### src/common/md_filter_params.svh
// MD pair filter parameters for widths, box geometry, cutoff, buffering and pipeline timing
`ifndef MD_FILTER_PARAMS_SVH
`define MD_FILTER_PARAMS_SVH

// Fixed point coordinate and derived widths
`define COORD_W 12
`define DIST_W 13
`define R2_W 26
`define ID_W 8

// Periodic box edges in coordinate units
`define BOX_X 3000
`define BOX_Y 2500
`define BOX_Z 2500

// Squared cutoff, radius 500
`define CUTOFF2 250000

// Per lane pair buffer
`define BUF_DEPTH 16
`define BUF_AW 4

// Stages in the r2 pipeline
`define R2_LATENCY 4
// Covers pipeline, filter register, bp register and source reaction
`define BP_THRESHOLD (`R2_LATENCY + 3)

`endif

### src/common/md_filter_pkg.sv
// MD pair filter package with coordinate, id, pair record and arbiter state types
`include "md_filter_params.svh"

package md_filter_pkg;

	////////////////////////////////
	// Scalar types
	////////////////////////////////

	// Unsigned fixed point coordinate
	typedef logic [`COORD_W-1:0] coord_t;

	// Signed displacement, one bit wider than a coordinate
	typedef logic signed [`DIST_W-1:0] dist_t;

	// Particle id
	typedef logic [`ID_W-1:0] pair_id_t;

	////////////////////////////////
	// Buffer word
	////////////////////////////////

	// MSB to LSB as stored in the lane buffer
	typedef struct packed {
		pair_id_t          ref_id;
		pair_id_t          nbr_id;
		logic [`R2_W-1:0]  r2;
		dist_t             dz;
		dist_t             dy;
		dist_t             dx;
	} pair_rec_t;

	// Which lane wins when both have a pair
	typedef enum logic {
		GRANT_LANE0,
		GRANT_LANE1
	} grant_e;

endpackage

### src/common/pair_if.sv
// Pair stream link carrying one filtered pair with valid/ready handshake
`timescale 1ns/10ps

interface pair_if;

	// Handshake
	logic valid;
	logic ready;

	// Payload, held stable while valid waits for ready
	md_filter_pkg::pair_rec_t rec;

	// Lane side
	modport source (
		output valid,
		output rec,
		input  ready
	);

	// Arbiter side
	modport sink (
		input  valid,
		input  rec,
		output ready
	);

endinterface

### src/filter/r2_pbc_compute.sv
// Four stage periodic displacement and squared distance pipeline for one pair
`timescale 1ns/10ps
`include "md_filter_params.svh"

module r2_pbc_compute (
	input  logic                   clk,
	input  logic                   rst,
	input  logic                   in_valid,
	input  md_filter_pkg::coord_t  ref_x,
	input  md_filter_pkg::coord_t  ref_y,
	input  md_filter_pkg::coord_t  ref_z,
	input  md_filter_pkg::coord_t  nbr_x,
	input  md_filter_pkg::coord_t  nbr_y,
	input  md_filter_pkg::coord_t  nbr_z,
	output logic                   r2_valid,
	output logic [`R2_W-1:0]       r2,
	output md_filter_pkg::dist_t   dx,
	output md_filter_pkg::dist_t   dy,
	output md_filter_pkg::dist_t   dz
);

	// Fold a raw difference back into the nearest image
	function automatic md_filter_pkg::dist_t pbc_wrap(input md_filter_pkg::dist_t d,
		input int box);
		if (int'(d) > box / 2)
			return d - md_filter_pkg::dist_t'(box);
		else if (int'(d) < -(box / 2))
			return d + md_filter_pkg::dist_t'(box);
		else
			return d;
	endfunction

	// True when a wrapped component lies within half the box
	function automatic logic in_half(input md_filter_pkg::dist_t d, input int box);
		return (int'(d) <= box / 2) && (int'(d) >= -(box / 2));
	endfunction

	// Valid shift chain, one bit per stage
	logic [`R2_LATENCY-1:0] vld;

	// Stage 1 raw differences
	md_filter_pkg::dist_t d1_x, d1_y, d1_z;
	// Stage 2 wrapped differences
	md_filter_pkg::dist_t d2_x, d2_y, d2_z;
	// Stage 3 squares, displacements ride along
	logic [`R2_W-1:0] sq_x, sq_y, sq_z;
	md_filter_pkg::dist_t d3_x, d3_y, d3_z;

	always_ff @(posedge clk)
	begin
		if (rst)
			vld <= '0;
		else
			vld <= {vld[`R2_LATENCY-2:0], in_valid};
	end

	////////////////////////////////
	// Datapath
	////////////////////////////////
	always_ff @(posedge clk)
	begin
		// Neighbor minus reference, zero extended into signed
		d1_x <= $signed({1'b0, nbr_x}) - $signed({1'b0, ref_x});
		d1_y <= $signed({1'b0, nbr_y}) - $signed({1'b0, ref_y});
		d1_z <= $signed({1'b0, nbr_z}) - $signed({1'b0, ref_z});
		// Minimum image
		d2_x <= pbc_wrap(d1_x, `BOX_X);
		d2_y <= pbc_wrap(d1_y, `BOX_Y);
		d2_z <= pbc_wrap(d1_z, `BOX_Z);
		// Signed square is never negative, 26 bits hold it
		sq_x <= d2_x * d2_x;
		sq_y <= d2_y * d2_y;
		sq_z <= d2_z * d2_z;
		d3_x <= d2_x;
		d3_y <= d2_y;
		d3_z <= d2_z;
		// Sum, bounded well below 2^26 after wrap
		r2 <= sq_x + sq_y + sq_z;
		dx <= d3_x;
		dy <= d3_y;
		dz <= d3_z;
	end

	assign r2_valid = vld[`R2_LATENCY-1];

	// Coordinates inside the box always fold to within half an edge
	assert property (@(posedge clk) disable iff (rst)
		vld[1] |-> (in_half(d2_x, `BOX_X) && in_half(d2_y, `BOX_Y) && in_half(d2_z, `BOX_Z)))
		else $error("wrapped displacement exceeds half box");

	// Fixed latency from accept to r2
	assert property (@(posedge clk) disable iff (rst)
		r2_valid == $past(in_valid, `R2_LATENCY))
		else $error("r2_valid out of step with in_valid");

endmodule

### src/filter/pair_buffer.sv
// Pair buffer, first word fall through FIFO of filtered pair records with fill count
`timescale 1ns/10ps
`include "md_filter_params.svh"

module pair_buffer (
	input  logic                      clk,
	input  logic                      rst,
	input  logic                      wr,
	input  md_filter_pkg::pair_rec_t  wr_rec,
	input  logic                      rd,
	output md_filter_pkg::pair_rec_t  rd_rec,
	output logic                      empty,
	output logic [`BUF_AW:0]          used
);

	// Storage, payload only
	md_filter_pkg::pair_rec_t mem [`BUF_DEPTH];

	// Pointers wrap on their own since depth is a power of two
	logic [`BUF_AW-1:0] wr_ptr;
	logic [`BUF_AW-1:0] rd_ptr;
	logic               full;

	assign empty = (used == '0);
	assign full  = (used == (`BUF_AW+1)'(`BUF_DEPTH));

	// Head entry shows without a read
	assign rd_rec = mem[rd_ptr];

	always_ff @(posedge clk)
	begin
		if (wr)
			mem[wr_ptr] <= wr_rec;
	end

	////////////////////////////////
	// Pointers and count
	////////////////////////////////
	always_ff @(posedge clk)
	begin
		if (rst)
		begin
			wr_ptr <= '0;
			rd_ptr <= '0;
			used   <= '0;
		end
		else
		begin
			if (wr)
				wr_ptr <= wr_ptr + 1'b1;
			if (rd)
				rd_ptr <= rd_ptr + 1'b1;
			// Simultaneous read and write leaves the count alone
			if (wr && !rd)
				used <= used + 1'b1;
			else if (rd && !wr)
				used <= used - 1'b1;
		end
	end

	// Upstream back-pressure must keep the buffer from overflowing
	assert property (@(posedge clk) disable iff (rst) !(wr && full))
		else $error("pair buffer overflow");

	assert property (@(posedge clk) disable iff (rst) !(rd && empty))
		else $error("pair buffer underflow");

endmodule

### src/filter/pair_filter.sv
// Pair filter lane, r2 compute, id delay, cutoff test, buffering and back-pressure
`timescale 1ns/10ps
`include "md_filter_params.svh"

module pair_filter (
	input  logic                      clk,
	input  logic                      rst,
	input  logic                      in_valid,
	input  md_filter_pkg::pair_id_t   ref_id,
	input  md_filter_pkg::pair_id_t   nbr_id,
	input  md_filter_pkg::coord_t     ref_x,
	input  md_filter_pkg::coord_t     ref_y,
	input  md_filter_pkg::coord_t     ref_z,
	input  md_filter_pkg::coord_t     nbr_x,
	input  md_filter_pkg::coord_t     nbr_y,
	input  md_filter_pkg::coord_t     nbr_z,
	output logic                      bp,
	pair_if.source                    pair_out
);

	// Pipeline results
	logic                  r2_valid;
	logic [`R2_W-1:0]      r2;
	md_filter_pkg::dist_t  dx, dy, dz;

	// Ids delayed to line up with r2
	md_filter_pkg::pair_id_t ref_dly [`R2_LATENCY];
	md_filter_pkg::pair_id_t nbr_dly [`R2_LATENCY];

	// Filter register feeding the buffer
	logic                      buf_wr;
	md_filter_pkg::pair_rec_t  buf_rec;

	// Buffer status and read side
	logic               buf_empty;
	logic [`BUF_AW:0]   buf_used;
	logic               buf_rd;

	r2_pbc_compute u_r2 (
		.clk      (clk),
		.rst      (rst),
		.in_valid (in_valid),
		.ref_x    (ref_x),
		.ref_y    (ref_y),
		.ref_z    (ref_z),
		.nbr_x    (nbr_x),
		.nbr_y    (nbr_y),
		.nbr_z    (nbr_z),
		.r2_valid (r2_valid),
		.r2       (r2),
		.dx       (dx),
		.dy       (dy),
		.dz       (dz)
	);

	// Id delay line, same depth as the r2 pipeline
	always_ff @(posedge clk)
	begin
		ref_dly[0] <= ref_id;
		nbr_dly[0] <= nbr_id;
		for (int i = 1; i < `R2_LATENCY; i++)
		begin
			ref_dly[i] <= ref_dly[i-1];
			nbr_dly[i] <= nbr_dly[i-1];
		end
	end

	////////////////////////////////
	// Cutoff filter
	////////////////////////////////
	// Keep r2 within cutoff, drop self pairs at r2 of zero
	always_ff @(posedge clk)
	begin
		if (rst)
			buf_wr <= 1'b0;
		else
			buf_wr <= r2_valid && (r2 <= `R2_W'(`CUTOFF2)) && (r2 != '0);
	end

	always_ff @(posedge clk)
	begin
		buf_rec <= '{ref_id: ref_dly[`R2_LATENCY-1], nbr_id: nbr_dly[`R2_LATENCY-1],
			r2: r2, dz: dz, dy: dy, dx: dx};
	end

	pair_buffer u_buf (
		.clk    (clk),
		.rst    (rst),
		.wr     (buf_wr),
		.wr_rec (buf_rec),
		.rd     (buf_rd),
		.rd_rec (pair_out.rec),
		.empty  (buf_empty),
		.used   (buf_used)
	);

	// Lane handshake straight off the buffer head
	assign pair_out.valid = !buf_empty;
	assign buf_rd         = pair_out.valid && pair_out.ready;

	// Raise bp while too few entries remain for pairs still in flight
	always_ff @(posedge clk)
	begin
		if (rst)
			bp <= 1'b0;
		else
			bp <= (`BUF_DEPTH - int'(buf_used)) < `BP_THRESHOLD;
	end

endmodule

### src/flat_wrapper.sv
// flat-port wrapper written by rule: the top's interface ports become plain ports
module pair_filter_flat 
  (clk, rst, in_valid, ref_id, nbr_id, ref_x, ref_y, ref_z, nbr_x, nbr_y, nbr_z, bp, pair_out_valid, pair_out_rec, pair_out_ready);
  pair_if pair_out_i ();
  input  logic clk;
  input  logic rst;
  input  logic in_valid;
  input  md_filter_pkg::pair_id_t ref_id;
  input  md_filter_pkg::pair_id_t nbr_id;
  input  md_filter_pkg::coord_t ref_x;
  input  md_filter_pkg::coord_t ref_y;
  input  md_filter_pkg::coord_t ref_z;
  input  md_filter_pkg::coord_t nbr_x;
  input  md_filter_pkg::coord_t nbr_y;
  input  md_filter_pkg::coord_t nbr_z;
  output logic bp;
  output wire logic [$bits(pair_out_i.valid)-1:0] pair_out_valid;
  output wire logic [$bits(pair_out_i.rec)-1:0] pair_out_rec;
  input wire logic [$bits(pair_out_i.ready)-1:0] pair_out_ready;
  assign pair_out_valid = pair_out_i.valid;
  assign pair_out_rec = pair_out_i.rec;
  assign pair_out_i.ready = pair_out_ready;
  pair_filter u_core (.clk(clk), .rst(rst), .in_valid(in_valid), .ref_id(ref_id), .nbr_id(nbr_id), .ref_x(ref_x), .ref_y(ref_y), .ref_z(ref_z), .nbr_x(nbr_x), .nbr_y(nbr_y), .nbr_z(nbr_z), .bp(bp), .pair_out(pair_out_i));
endmodule
### config.mk
export PLATFORM = sky130hd
export DESIGN_NAME = pair_filter_flat
export DESIGN_NICKNAME = d
export VERILOG_FILES = /design/src/common/md_filter_pkg.sv /design/src/common/pair_if.sv /design/src/filter/r2_pbc_compute.sv /design/src/filter/pair_buffer.sv /design/src/filter/pair_filter.sv /design/src/flat_wrapper.sv
export VERILOG_INCLUDE_DIRS = /design/src /design/src/common
export SDC_FILE = /design/constraint.sdc
export NUM_CORES = 2
export LEC_CHECK = 0
export BUFFER_PORTS_ARGS = -buffer_cell sky130_fd_sc_hd__buf_2
export CORE_MARGIN = 3
export CORE_UTILIZATION = 65
export CTS_BUF_LIST = sky130_fd_sc_hd__clkbuf_8
export CTS_CLUSTER_DIAMETER = 120
export DETAILED_ROUTE_END_ITERATION = 10
export PLACE_DENSITY_LB_ADDON = 0.2
export SETUP_SLACK_MARGIN = 0.2
export SLEW_MARGIN = 20
export SYNTH_ARGS = -nofsm -noshare
export SYNTH_HDL_FRONTEND = slang
export SYNTH_SLANG_ARGS = --single-unit
### constraint.sdc
create_clock -name clk -period 10.75 [get_ports clk]
set_clock_uncertainty 0.2 [all_clocks]
set_input_delay 1.075 -clock clk [delete_from_list [all_inputs] [get_ports clk]]
set_output_delay 1.075 -clock clk [all_outputs]
set_load 0.03 [all_outputs]
==> impl_metrics.yaml <==
logic_synthesis:
  synth_cell_types: 75
  syn-cell-area_mm2: 0.0793
  ys_ff_latch: 1718
  synth_edf_count: 1296
  synthTopCellsByArea: "edfxtp_1 49%, mux4_2 12%, fa_1 12%"
  netlist_instances: 4814
  synthArstFlopShare_pct: 0
  netlist.top_cell.by_area: "edfxtp_1"
  netlist.area_leader.share_pct: 49.1
  yosys_warnings: 0
  ys.flop_type: "edfxtp_1"
  syn_area_per_cell_um2: 16.5
  synth_seq_area_share_pct: 59.7
clock_network:
  clockRootBuffer: "clkbuf_8"
  cts_tree: "built"
  clkLatencyLatePin_ns: 0.96
  clk_pin_slew_ns: 0.06
  htreeDepth: 5
  post_cts.repair.setup_buffers: 0
  cts.sinks: 1718
  cts_resized: 0
  numCtsBuffers: 282
  clk_path_buf_depth: 4
sta:
  fin_tns_setup_ns: 0
  min_period_over_period_pct: 60.7
  fin_ws_ns: 4.23
  finalCriticalPeriod_ns: 6.52
  hold_slack_ns: 0.120
  max_slew_margin_pct: 24.5
  fmax_mhz: 153
  worst_slew_pin_slew_ns: 1.13
  finalHoldViolCount: 0
  setup_violations: 0
  slew_violations: 0
  rsz0062_at_grt: "false"
routing:
  vias_per_cell: 5.93
  maxUsedRoutingLayer: "met4"
  wl_met1_um: 62900
  vias: 41390
  drtIter0Drc: 3311
  wl_um: 161000
  wl_per_cell_um: 23.1
  antenna_left: 0
  wl_met2_um: 83400
  drc: 0
  dr.pass1.iters: 5
  wl_met3_um: 11000
critical_path:
  reg2reg_depth: 19
  crit_arrival_ns: 7.17
  crit_fanout: 26
  endpoint_kind: "register"
  path_class: "register to register"
  cp-start-kind: "register"
  cp_data_required_time_ns: 11.40
grt:
  grt_max_degree: 126
  grt_pass1_wl_um: 251000
  grt_pass1_vias: 43327
  grt-ovfl-total: 0
  grt_usage_pct: 26.4
  antenna_found_initial: 5
cells_and_area:
  multi_input_area_mm2: 0.0290
  seq_area_mm2: 0.0474
  nets: 6012
  area_growth_pct: 10.1
  drive_above_1_share_pct: 19.2
  n_fill_cell: 7293
placement:
  place.gp.congestion: 0.853
  hpwl_um: 97500
  dp_slack_ns: 4.21
  port_buffers: 174
floorplanning:
  fp.dieW_um: 355
  die_y_um: 355
  initial_core_util_pct: 65.8
  rows: 127
  io_pins: 175
  core-area_mm2: 0.120
  dieArea_mm2: 0.126
worst_hold_path:
  hold_class: "register to register"
  hold_depth: 0
flow_run:
  maxCapViolCount: 0
status:
  status: "finished clean"
[synth_stat cells, types with 5 or more instances]
library cell	count
nor3_1	33
nand3_1	29
and3_1	16
a31o_2	5
clkbuf_1	116
o311ai_1	5
fa_1	457
edfxtp_1	1296
and2_1	93
xnor2_1	117
o22ai_1	6
inv_1	627
a2111oi_0	5
a211oi_1	10
o21a_1	9
o21ai_1	13
buf_1	14
a21boi_0	9
nor2b_1	54
o31a_1	5
o21ai_0	57
or3_1	10
a21oi_1	71
nand2_1	216
xor2_1	54
ha_1	297
a21o_1	38
nand2b_1	18
a41oi_1	5
a31oi_1	18
nor2_1	128
buf_2	25
a211o_1	6
o211ai_1	6
mux4_2	407
o21bai_1	13
mux2i_1	6
dfxtp_1	422
nor4_1	12
or2_2	9
nand4_1	8
[per-stage QoR]
step	utilization (%)	std cells	instance area (um^2)
2_1_floorplan	-	4816	79300
3_3_place_gp	68.0	6477	81900
3_5_place_dp	68.0	6477	81900
4_1_cts	72.5	6982	87300
5_1_grt	72.5	6985	87300
6_report	72.5	6985	87300
[timing repair]
item,4_1_cts,5_1_grt
hold endpoints to repair,16,0
endpoints found under the setup margin,0,0
hold buffers,16,0
[cells in the final DEF (no fill, tap or decap), types with 16 or more instances in the layout]
cell type / n
edfxtp_1: 1296
inv_1: 728
fa_1: 457
dfxtp_1: 418
mux4_2: 407
clkbuf_8: 323
ha_1: 297
nand2_1: 216
buf_2: 174
nor2_1: 128
xnor2_1: 117
and2_1: 77
a21oi_1: 71
o21ai_0: 57
xor2_1: 54
nor2b_1: 54
a21o_1: 38
nor3_1: 33
nand3_1: 29
clkinv_2: 28
buf_4: 26
clkinv_1: 24
nand2b_1: 18
a31oi_1: 18
and3_1: 16
and2_4: 16
dlygate4sd3_1: 16
[cell type report]
cell class              count  share of cell area [%]
repair buffers            221                    1.50
clock buffers             323                    5.09
diodes                      2                 0.00573
inverters                 630                    2.71
well taps                1612                    2.31
flip-flops and latches   1718                    54.3
multi-input cells        2313                    33.2
clock inverters           166                   0.940
[worst max-delay path, stage by stage, from the launching register on]
cell and delay (ns):
dfxtp_1 0.87, and2_1 0.27, inv_1 0.07, fa_1 0.49, fa_1 0.66, fa_1 0.56
inv_1 0.05, fa_1 0.53, inv_1 0.05, fa_1 0.47, inv_1 0.04, ha_1 0.27
ha_1 0.35, a21oi_1 0.23, inv_1 0.09, or4_1 0.47, o21ai_1 0.27, o2111ai_1 0.17
a21oi_1 0.19, xnor2_1 0.13
[routing by layer]
metal | global-route usage (%) | vias to the layer above
li1 | - | 18084
met4 | 8.08 | 0
met2 | 44.5 | 1515
met5 | 0 | -
met3 | 4.36 | 269
met1 | 36.0 | 21522
[registers in the layout, summed over array words and instances, names as in the netlist, 5 cells and up, named ones only]
signal / cells
u_core.u_r2.sq_y: 24
u_core.u_buf.mem: 1296
u_core.u_r2.sq_z: 24
u_core.ref_dly: 32
u_core.u_r2.r2: 26
u_core.u_r2.d3_y: 13
u_core.u_r2.dz: 13
u_core.u_r2.d3_z: 13
u_core.u_r2.sq_x: 24
u_core.u_r2.d1_x: 13
u_core.u_buf.used: 5
u_core.u_r2.dx: 13
u_core.buf_rec: 81
u_core.u_r2.d1_y: 13
u_core.u_r2.d1_z: 13
u_core.u_r2.d3_x: 13
u_core.u_r2.d2_y: 13
u_core.u_r2.d2_x: 13
u_core.u_r2.d2_z: 13
u_core.u_r2.dy: 13
u_core.nbr_dly: 32
[final timing paths]
kind / start / endpoint / slack, ns
worst min register to register: u_core.ref_dly[1][5] / u_core.ref_dly[2][5] / 0.12
worst max-delay path: u_core.u_r2.d2_x[12] / u_core.u_r2.sq_x[25] / 4.23
worst min-delay path: u_core.ref_dly[1][5] / u_core.ref_dly[2][5] / 0.12
worst max register to register: u_core.u_r2.d2_x[12] / u_core.u_r2.sq_x[25] / 4.23
[kinds of logic after synthesis]
family,Yosys count,share of synthesized area (%)
flops,1718,59.7
buf+inv,785,3.76
fa+ha+maj,754,16.2
simple gates,642,3.92
mux,413,11.6
compound gates,330,2.83
xor+xnor,171,1.89
other cells,1,0.00473
Power is not shown: default switching activity piles up to over one toggle a cycle in this logic, so the estimate is an artifact.
