<file path="config.mk">
export PLATFORM = sky130hd
export DESIGN_NAME = pair_arbiter_flat
export DESIGN_NICKNAME = d
export VERILOG_FILES = /design/src/common/md_filter_pkg.sv /design/src/common/pair_if.sv /design/src/logic/pair_arbiter.sv /design/src/flat_wrapper.sv
export VERILOG_INCLUDE_DIRS = /design/src /design/src/common
export SDC_FILE = /design/constraint.sdc
export NUM_CORES = 1
export LEC_CHECK = 0
export BUFFER_PORTS_ARGS = -buffer_cell sky130_fd_sc_hd__buf_4
export CORE_AREA = 2 2 98 100
export DETAILED_ROUTE_END_ITERATION = 8
export DIE_AREA = 0 0 100 102
export SKIP_LAST_GASP = 1
export SLEW_MARGIN = 30
export SYNTH_ARGS = -nofsm -noshare
export SYNTH_HDL_FRONTEND = slang
export SYNTH_SLANG_ARGS = --single-unit
</file>
<file path="constraint.sdc">
create_clock -name clk -period 1.65 [get_ports clk]
set_input_delay 0.0825 -clock clk [delete_from_list [all_inputs] [get_ports clk]]
set_output_delay 0.0825 -clock clk [all_outputs]
set_load 0.01 [all_outputs]
</file>
<file path="src/common/md_filter_params.svh">
// MD pair filter parameters for widths, box geometry, cutoff, buffering and pipeline timing
`ifndef MD_FILTER_PARAMS_SVH
`define MD_FILTER_PARAMS_SVH

// Fixed point coordinate and derived widths
`define COORD_W 12
`define DIST_W 13
`define R2_W 26
`define ID_W 8

// Periodic box edges in coordinate units
`define BOX_X 3000
`define BOX_Y 2500
`define BOX_Z 2500

// Squared cutoff, radius 500
`define CUTOFF2 250000

// Per lane pair buffer
`define BUF_DEPTH 16
`define BUF_AW 4

// Stages in the r2 pipeline
`define R2_LATENCY 4
// Covers pipeline, filter register, bp register and source reaction
`define BP_THRESHOLD (`R2_LATENCY + 3)

`endif

</file>
<file path="src/common/md_filter_pkg.sv">
// MD pair filter package with coordinate, id, pair record and arbiter state types
`include "md_filter_params.svh"

package md_filter_pkg;

	////////////////////////////////
	// Scalar types
	////////////////////////////////

	// Unsigned fixed point coordinate
	typedef logic [`COORD_W-1:0] coord_t;

	// Signed displacement, one bit wider than a coordinate
	typedef logic signed [`DIST_W-1:0] dist_t;

	// Particle id
	typedef logic [`ID_W-1:0] pair_id_t;

	////////////////////////////////
	// Buffer word
	////////////////////////////////

	// MSB to LSB as stored in the lane buffer
	typedef struct packed {
		pair_id_t          ref_id;
		pair_id_t          nbr_id;
		logic [`R2_W-1:0]  r2;
		dist_t             dz;
		dist_t             dy;
		dist_t             dx;
	} pair_rec_t;

	// Which lane wins when both have a pair
	typedef enum logic {
		GRANT_LANE0,
		GRANT_LANE1
	} grant_e;

endpackage

</file>
<file path="src/common/pair_if.sv">
// Pair stream link carrying one filtered pair with valid/ready handshake
`timescale 1ns/10ps

interface pair_if;

	// Handshake
	logic valid;
	logic ready;

	// Payload, held stable while valid waits for ready
	md_filter_pkg::pair_rec_t rec;

	// Lane side
	modport source (
		output valid,
		output rec,
		input  ready
	);

	// Arbiter side
	modport sink (
		input  valid,
		input  rec,
		output ready
	);

endinterface

</file>
<file path="src/logic/pair_arbiter.sv">
// Pair arbiter, round-robin merge of two lane streams into one output stream
`timescale 1ns/10ps

module pair_arbiter (
	input  logic                      clk,
	input  logic                      rst,
	pair_if.sink                      lane0,
	pair_if.sink                      lane1,
	output logic                      out_valid,
	input  logic                      out_ready,
	output logic                      out_lane,
	output md_filter_pkg::pair_rec_t  out_rec
);

	// Lane favored on the next contention
	md_filter_pkg::grant_e prio;

	// Lane 1 wins when alone or when favored
	logic sel1;

	assign sel1 = lane1.valid && (!lane0.valid || prio == md_filter_pkg::GRANT_LANE1);

	////////////////////////////////
	// Output mux and handshake
	////////////////////////////////
	assign out_valid   = lane0.valid || lane1.valid;
	assign out_lane    = sel1;
	assign out_rec     = sel1 ? lane1.rec : lane0.rec;
	assign lane0.ready = out_ready && lane0.valid && !sel1;
	assign lane1.ready = out_ready && sel1;

	// Priority flips away from whichever lane just moved a pair
	always_ff @(posedge clk)
	begin
		if (rst)
			prio <= md_filter_pkg::GRANT_LANE0;
		else if (out_valid && out_ready)
			prio <= sel1 ? md_filter_pkg::GRANT_LANE0 : md_filter_pkg::GRANT_LANE1;
	end

	// Only one lane buffer may be popped per transfer
	assert property (@(posedge clk) disable iff (rst) !(lane0.ready && lane1.ready))
		else $error("both lanes granted at once");

endmodule

</file>
<file path="src/flat_wrapper.sv">
// flat-port wrapper written by rule: the top's interface ports become plain ports
module pair_arbiter_flat 
  (clk, rst, out_valid, out_ready, out_lane, out_rec, lane0_valid, lane0_rec, lane0_ready, lane1_valid, lane1_rec, lane1_ready);
  pair_if lane0_i ();
  pair_if lane1_i ();
  input  logic clk;
  input  logic rst;
  output logic out_valid;
  input  logic out_ready;
  output logic out_lane;
  output md_filter_pkg::pair_rec_t out_rec;
  input wire logic [$bits(lane0_i.valid)-1:0] lane0_valid;
  input wire logic [$bits(lane0_i.rec)-1:0] lane0_rec;
  output wire logic [$bits(lane0_i.ready)-1:0] lane0_ready;
  input wire logic [$bits(lane1_i.valid)-1:0] lane1_valid;
  input wire logic [$bits(lane1_i.rec)-1:0] lane1_rec;
  output wire logic [$bits(lane1_i.ready)-1:0] lane1_ready;
  assign lane0_i.valid = lane0_valid;
  assign lane0_i.rec = lane0_rec;
  assign lane0_ready = lane0_i.ready;
  assign lane1_i.valid = lane1_valid;
  assign lane1_i.rec = lane1_rec;
  assign lane1_ready = lane1_i.ready;
  pair_arbiter u_core (.clk(clk), .rst(rst), .lane0(lane0_i), .lane1(lane1_i), .out_valid(out_valid), .out_ready(out_ready), .out_lane(out_lane), .out_rec(out_rec));
endmodule
</file>
==> results of run 1 <==
cell families after synthesis:
family / Yosys count
AOI/OAI and AO/OA: 4
buffers and inverters: 10
DFF: 1
muxes: 81
and+or+nand+nor: 3
report_power, final:
group          internal [mW]  switching [mW]
Clock                      0               0
Combinational          0.626           0.319
Sequential            0.0265         0.00253
area by class of cell:
cell class                      instances  area share [%]
Sequential cell                         1           0.655
Timing Repair Buffer                  253            63.0
Inverter                                2           0.246
Tap cell                              111            4.55
Multi-Input combinational cell         88            31.5
stage by stage:
stage	hold WS (ns)	instances
floorplan	0.161	99
global placement	0.259	455
detailed placement	0.263	455
CTS	0.265	455
global route	0.272	455
finish	0.258	455
placed cells by master (no fill, tap or decap):
cell type  instances
or2_2              1
mux2_2            75
a311oi_1           1
mux2_1             6
and2_1             1
inv_1              1
a21oi_1            2
buf_4            251
o21ai_4            1
buf_12             2
dfxtp_1            1
inv_2              1
nand2_1            1
how the worst max path moves through the flow:
stage	slack, ns	to	cells past startpoint
after floorplan	0.33	out_rec[10]	3
after global placement	0.22	out_rec[24]	4
after detailed placement	0.19	out_rec[24]	4
after global routing	0.13	out_rec[26]	4
final	0.18	out_rec[24]	4
after CTS	0.18	out_rec[24]	4
per-layer routing:
metal | track usage (%) | vias to the layer above
li1 | - | 867
met2 | 20.4 | 130
met3 | 1.57 | 0
met1 | 10.4 | 779
met4 | 0 | 0
met5 | 0 | -
==> results.toml, run 1 <==
[outcome]
run_status = "finished clean"

[synth]
synth_simple_gate_area_share_pct = 1.52
synthTopCellsByCount = "75 x mux2_2, 6 x mux2_1, 5 x buf_6, 3 x buf_4, 2 x a21oi_1"
synth_top_family_by_area = "multiplexers"
netlist_instances = 99
syn-cell-area_um2 = 1070
synth_flop_cell = "dfxtp_1"
synth_cell_type_count = 13
synth-compound-area-share_pct = 3.27
synth.area.top_cells = "mux2_2 79%, mux2_1 6.3%, buf_6 5.3%"
ys_ff_latch = 1
yosysMostFrequentCell = "mux2_2"
synthArstFlopShare_pct = 0
synth-adder-area-share_pct = 0
avgSynthCellArea_um2 = 10.8
synth.area.mux_share_pct = 85.3
synth_nets = 266
ys_warn_count = 0
synth_edf_count = 0
synth_xor_xnor_area_share_pct = 0
yosysTopAreaCellShare_pct = 78.9
netlist.top_cell.by_area = "mux2_2"
ys_seq_area_share_pct = 1.87

[timing]
setup_ws_ns = 0.179
rsz0062_at_grt = "false"
finalHoldViolations = 0
maxSlewViolCount = 0
fin_worst_skew_ns = 0
setup_viol = 0
tns_ns = 0
final.min_clock_period_ns = 1.47
worst_pin_slew_ns = 0.251
fin_crit_sh_pct = 89.2
max_freq_mhz = 680
max_slew_margin_pct = 83.3

[power]
peakVddDrop_mv = 0.161
total_power_mw = 0.974
leakage_nw = 1.59
p_per_area_nw_per_um2 = 319

[hold_path]
hold_end = "u_core.prio"
hold_depth = 2
min_from = "rst"
hold_class = "in -> reg"

[floorplan]
core-area_um2 = 9110
pin_count = 252
die_x_um = 100
initial_core_util_pct = 11.7
dieArea_um2 = 10200
fp.dieH_um = 102
core.rowCount = 35

[finish]
multi_input_area_um2 = 963
design_area_um2 = 3050
area.growth.synth_to_final_pct = 185
n_fill_cell = 931
largest_register = "u_core.prio"
reg_top3 = "u_core.prio: 1 flops"
final_util_pct = 33.5
regArea_um2 = 20.0
diodes = 0
nets = 513
drive_above_1_share_pct = 96.2
largest_reg_flops = 1

[critical_path]
endpoint_kind = "primary output"
reg2reg_slack_ns = 0.89
crit_chain = "o21ai_4 > buf_12 > mux2_2 > buf_4"
cp_slowest_cell = "mux2_2"
path_delay_family = "buffers and inverters"
timing.rr.end = "u_core.prio"
cp.arrival_ns = 1.39
reg2reg_depth = 2
start_kind = "flop"
r2r-start = "u_core.prio"
slowest_delay_ns = 0.38
crit_start = "u_core.prio"
cp_num_buf_inv = 2
critPathMaxFanout = 46
cp.required_ns = 1.57
path_class = "reg -> out"

[clock_tree]
postCtsHoldBufs = 0
clk_pin_slew_ns = 0
postCtsSetupBuffers = 0
clock_latency_ns = 0
cts_resized = 0

[drt]
drcViolationCount = 0
wl_met2_mm = 3.38
drt_iter0_drc = 8
routed_wl_mm = 6.06
vias_per_cell = 3.90
post_drt_wl_per_cell_um = 13.3
dr.pass1.iters = 2
antenna_left = 0
wl_met3_um = 682
vias = 1776
routed.top_layer = "met3"
wl_met1_mm = 2.00

[flow_run]
cap_violations = 0

[grt]
grt_max_degree = 47
grt_util_all_layers_pct = 9.60
antenna_found_initial = 0
grt_pass1_wl_mm = 8.09
overflow = 0
grt_pass1_vias = 1695

[place]
gp_congestion = 0.709
post-place-ws_ns = 0.185
placed_area_um2 = 3050
numPortBuffers = 251
hpwl_mm = 5.41
Note: power is estimated with default switching activity, not from simulation.
==> run 2, diff against run 1 <==
==> constraint.sdc (replaced) <==
create_clock -name clk -period 1.4 [get_ports clk]
set_input_delay 0.07 -clock clk [delete_from_list [all_inputs] [get_ports clk]]
set_output_delay 0.07 -clock clk [all_outputs]
set_load 0.01 [all_outputs]
==> results.toml, run 2 (synthesized netlist as in run 1, its figures left out) <==
[critical_path]
critPathMaxFanout = 11
cp.required_ns = 1.33
endpoint_kind = "primary output"
reg2reg_slack_ns = 0.59
cp.arrival_ns = 1.31
path_class = "reg -> out"
start_kind = "flop"

[timing]
setup_ws_ns = 0.0244
max_slew_margin_pct = 86.4
fin_crit_sh_pct = 98.3
maxSlewViolCount = 0
setup_viol = 0
worst_pin_slew_ns = 0.202
finalHoldViolations = 0
fin_worst_skew_ns = 0
rsz0062_at_grt = "true"
max_freq_mhz = 727
final.min_clock_period_ns = 1.38

[grt]
grt_pass1_vias = 1747
overflow = 0
grt_pass1_wl_mm = 8.18
grt_util_all_layers_pct = 9.66
antenna_found_initial = 0
grt_max_degree = 37

[drt]
vias = 1800
drt_iter0_drc = 10
post_drt_wl_per_cell_um = 14.0
dr.pass1.iters = 4
antenna_left = 0
vias_per_cell = 3.89
drcViolationCount = 0
routed_wl_mm = 6.49

[floorplan]
fp.dieH_um = 102
dieArea_um2 = 10200
die_x_um = 100
initial_core_util_pct = 11.7
core.rowCount = 35
core-area_um2 = 9110
pin_count = 252

[hold_path]
hold_class = "in -> reg"

[power]
seq_power_share_pct = 2.7
peakVddDrop_mv = 0.173
p_int_mw = 0.812
swShare_pct = 32.8
leakage_nw = 1.66
p_per_area_nw_per_um2 = 380
power_frac_comb_pct = 97.3
switching_power_mw = 0.397
clkPwrFrac_pct = 0

[finish]
diodes = 0
area.growth.synth_to_final_pct = 197
layout_common_cells = "253 x buf_4, 75 x mux2_2, 6 x mux2_1"
reg_top3 = "u_core.prio: 1 flops"
design_area_um2 = 3180
nets = 521
mostFrequentLayoutCell = "buf_4"
largest_reg_flops = 1
n_fill_cell = 922
drive_above_1_share_pct = 96.3
largest_register = "u_core.prio"

[outcome]
run_status = "finished clean"

[place]
hpwl_mm = 5.41
numPortBuffers = 251
post-place-ws_ns = -0.0223
placed_area_um2 = 3060
gp_congestion = 0.711

[clock_tree]
postCtsHoldBufs = 0
clk_pin_slew_ns = 0
clock_latency_ns = 0

[flow_run]
cap_violations = 0
==> run 2: layout make-up <==
cell class | instances | area [µm²] | share of cell area (%)
Sequential cell | 1 | 20.0 | 0.629
Timing Repair Buffer | 261 | 2050 | 64.5
Inverter | 2 | 7.51 | 0.236
Tap cell | 111 | 139 | 4.37
Multi-Input combinational cell | 88 | 963 | 30.3
==> run 2: layer usage <==
metal | wire [µm] | part of all wire [%] | GRT usage, %
met1 | 2290 | 35 | 10.5
met4 | 0 | 0 | 0.211
met2 | 3560 | 55 | 20.5
met5 | 0 | 0 | 0
met3 | 640 | 9.9 | 1.50
==> run 2: what timing repair did <==
item,CTS,global route
pin swaps,0,1
gates resized for setup,1,2
buffers inserted,2,1
gates cloned,1,3
setup endpoints to repair,27,48
==> run 2: worst paths after layout <==
| check | start | end | cells after the start |
|---|---|---|---|
| hold / removal | rst | u_core.prio | 2 |
| setup reg to reg | u_core.prio | u_core.prio | 3 |
| hold reg to reg | u_core.prio | u_core.prio | 2 |
| setup / recovery | u_core.prio | out_rec[24] | 5 |
==> run 2: worst max-delay path, stage by stage, from the launching register on <==
cell,delay [ns]
dfxtp_1,0.31
o21ai_4,0.20
buf_6,0.15
clkbuf_16,0.16
mux2_2,0.34
buf_4,0.15
==> run 2: metrics by stage <==
step | setup TNS [ns] | std cells | util, % | power (mW) | hold WS (ns)
2_1_floorplan | 0 | 99 | - | 0.472 | 0.148
3_3_place_gp | 0 | 456 | 33.6 | 1.15 | 0.243
3_5_place_dp | -0.179 | 456 | 33.6 | 1.16 | 0.250
4_1_cts | -0.248 | 459 | 34.1 | 1.19 | 0.252
5_1_grt | -0.275 | 463 | 34.9 | 1.28 | 0.259
6_report | 0 | 463 | 34.9 | 1.21 | 0.245
==> run 2: power groups by stage <==
stage	clock (mW)	sequential, mW	combinational [mW]
after floorplan	0	0.0338	0.438
after global placement	0	0.0331	1.12
after detailed placement	0	0.0332	1.13
after CTS	0	0.0332	1.15
after global routing	0	0.0332	1.25
final	0	0.0331	1.18
==> run 3, diff against run 2 <==
--- a/config.mk
+++ b/config.mk
@@ -7,9 +7,10 @@
 export NUM_CORES = 1
 export LEC_CHECK = 0
 export BUFFER_PORTS_ARGS = -buffer_cell sky130_fd_sc_hd__buf_4
-export CORE_AREA = 2 2 98 100
+export CORE_AREA = 2 2 97 99
 export DETAILED_ROUTE_END_ITERATION = 8
-export DIE_AREA = 0 0 100 102
+export DIE_AREA = 0 0 99 101
+export GPL_TIMING_DRIVEN = 0
 export SKIP_LAST_GASP = 1
 export SLEW_MARGIN = 30
 export SYNTH_ARGS = -nofsm -noshare
==> constraint.sdc (replaced) <==
create_clock -name clk -period 1.1 [get_ports clk]
set_input_delay 0.055 -clock clk [delete_from_list [all_inputs] [get_ports clk]]
set_output_delay 0.055 -clock clk [all_outputs]
set_load 0.01 [all_outputs]
==> results.toml, run 3 (synthesized netlist as in run 1, its figures left out) <==
[outcome]
run_status = "complete, but fails checks"
violations = "negative setup slack"

[flow_run]
cap_violations = 0

[place]
post-place-ws_ns = -0.487
numPortBuffers = 251
hpwl_mm = 5.20
placed_area_um2 = 3170
gp_congestion = 0.744

[finish]
drive_above_1_share_pct = 98.6
n_fill_cell = 866
diodes = 0
reg_top3 = "u_core.prio: 1 flops"
mostFrequentLayoutCell = "buf_4"
largest_register = "u_core.prio"
layout_common_cells = "233 x buf_4, 48 x mux2_2, 33 x mux2_4"
largest_reg_flops = 1
final_util_pct = 38.5
area.growth.synth_to_final_pct = 223
nets = 525
design_area_um2 = 3460

[drt]
vias = 1861
routed_wl_mm = 6.03
antenna_left = 0
post_drt_wl_per_cell_um = 12.9
drcViolationCount = 0
drt_iter0_drc = 4
vias_per_cell = 3.99
dr.pass1.iters = 3

[timing]
fin_crit_sh_pct = 122
rsz0062_at_grt = "true"
tns_ns = -17.31
final.min_clock_period_ns = 1.34
max_slew_margin_pct = 85.1
max_freq_mhz = 744
worst_pin_slew_ns = 0.221
setup_viol = 82
finalHoldViolations = 0
setup_ws_ns = -0.243
maxSlewViolCount = 0
fin_worst_skew_ns = 0

[power]
peakVddDrop_mv = 0.196
seq_power_share_pct = 2.4
switching_power_mw = 0.532
swShare_pct = 31.2
power_frac_comb_pct = 97.6
p_per_area_nw_per_um2 = 493
leakage_nw = 1.88
clkPwrFrac_pct = 0
total_power_mw = 1.70
p_int_mw = 1.17

[floorplan]
fp.dieH_um = 101
pin_count = 252
dieArea_um2 = 10000
die_x_um = 99
core-area_um2 = 8980
core.rowCount = 35
initial_core_util_pct = 11.9

[critical_path]
critPathMaxFanout = 7
start_kind = "flop"
cp.required_ns = 1.04
endpoint_kind = "primary output"
path_class = "reg -> out"
cp.arrival_ns = 1.29

[clock_tree]
clock_latency_ns = 0
clk_pin_slew_ns = 0

[grt]
overflow = 0
grt_util_all_layers_pct = 9.50
antenna_found_initial = 0
grt_max_degree = 11
grt_pass1_vias = 1753
grt_pass1_wl_mm = 8.00

[hold_path]
hold_class = "in -> reg"
==> run 3: cell count changes in the layout (fill, tap and decap cells not counted), moves of 3 or more <==
| cell | delta |
|---|---|
| buf_12 | +3 |
| mux2_1 | -6 |
| buf_4 | -20 |
| mux2_2 | -27 |
| mux2_4 | +33 |
| buf_8 | +4 |
| buf_6 | +18 |
==> run 3: area by class of cell <==
| cell class | count | area [µm²] | share of cell area, % |
|---|---|---|---|
| flip-flops and latches | 1 | 23.8 | 0.687 |
| well taps | 111 | 139 | 4.02 |
| plain buffers | 8 | 140 | 4.05 |
| inverters | 2 | 10.0 | 0.289 |
| repair buffers | 257 | 2060 | 59.4 |
| multi-input cells | 88 | 1090 | 31.5 |
==> run 3: timing repair <==
| action | in CTS | in global routing |
|---|---|---|
| setup buffers | 3 | 1 |
| gates cloned | 0 | 2 |
| hold buffers | 0 | 0 |
| gates resized for setup | 13 | 41 |
| pin swaps | 1 | 1 |
| endpoints found under the setup margin | 83 | 83 |
==> run 3: worst paths after layout <==
check                                 start          end  slack, ns  cells past startpoint
worst max-delay path            u_core.prio  out_rec[43]      -0.24                      5
worst min-delay path                    rst  u_core.prio       0.22                      2
worst max register to register  u_core.prio  u_core.prio       0.31                      3
worst min register to register  u_core.prio  u_core.prio       0.57                      2
==> run 3: through the flow <==
stage               std cells  hold slack (ns)
CTS                       464            0.223
detailed placement        461            0.223
floorplan                  99            0.126
global placement          461            0.220
finish                    467            0.219
global route              467            0.229
==> run 3: per-layer routing <==
layer | up-vias | global-route usage (%) | routed length [µm]
met3 | 2 | 2.08 | 738
met2 | 138 | 20.0 | 3350
li1 | 890 | - | -
met4 | 0 | 0.527 | 19
met1 | 831 | 9.89 | 1930
met5 | - | 0 | 0
==> run 3: critical path, cell delays in order (launching register included) <==
cell and delay (ns):
dfxtp_4 0.33, o21ai_4 0.16, buf_12 0.17, buf_8 0.12, mux2_2 0.35, buf_4 0.15
==> run 3: power groups by stage <==
stage	sequential [mW]	combinational, mW	clock (mW)
after floorplan	0.0434	0.608	0
after global placement	0.0437	1.49	0
after detailed placement	0.0439	1.50	0
after CTS	0.0440	1.55	0
after global routing	0.0421	1.76	0
final	0.0416	1.66	0
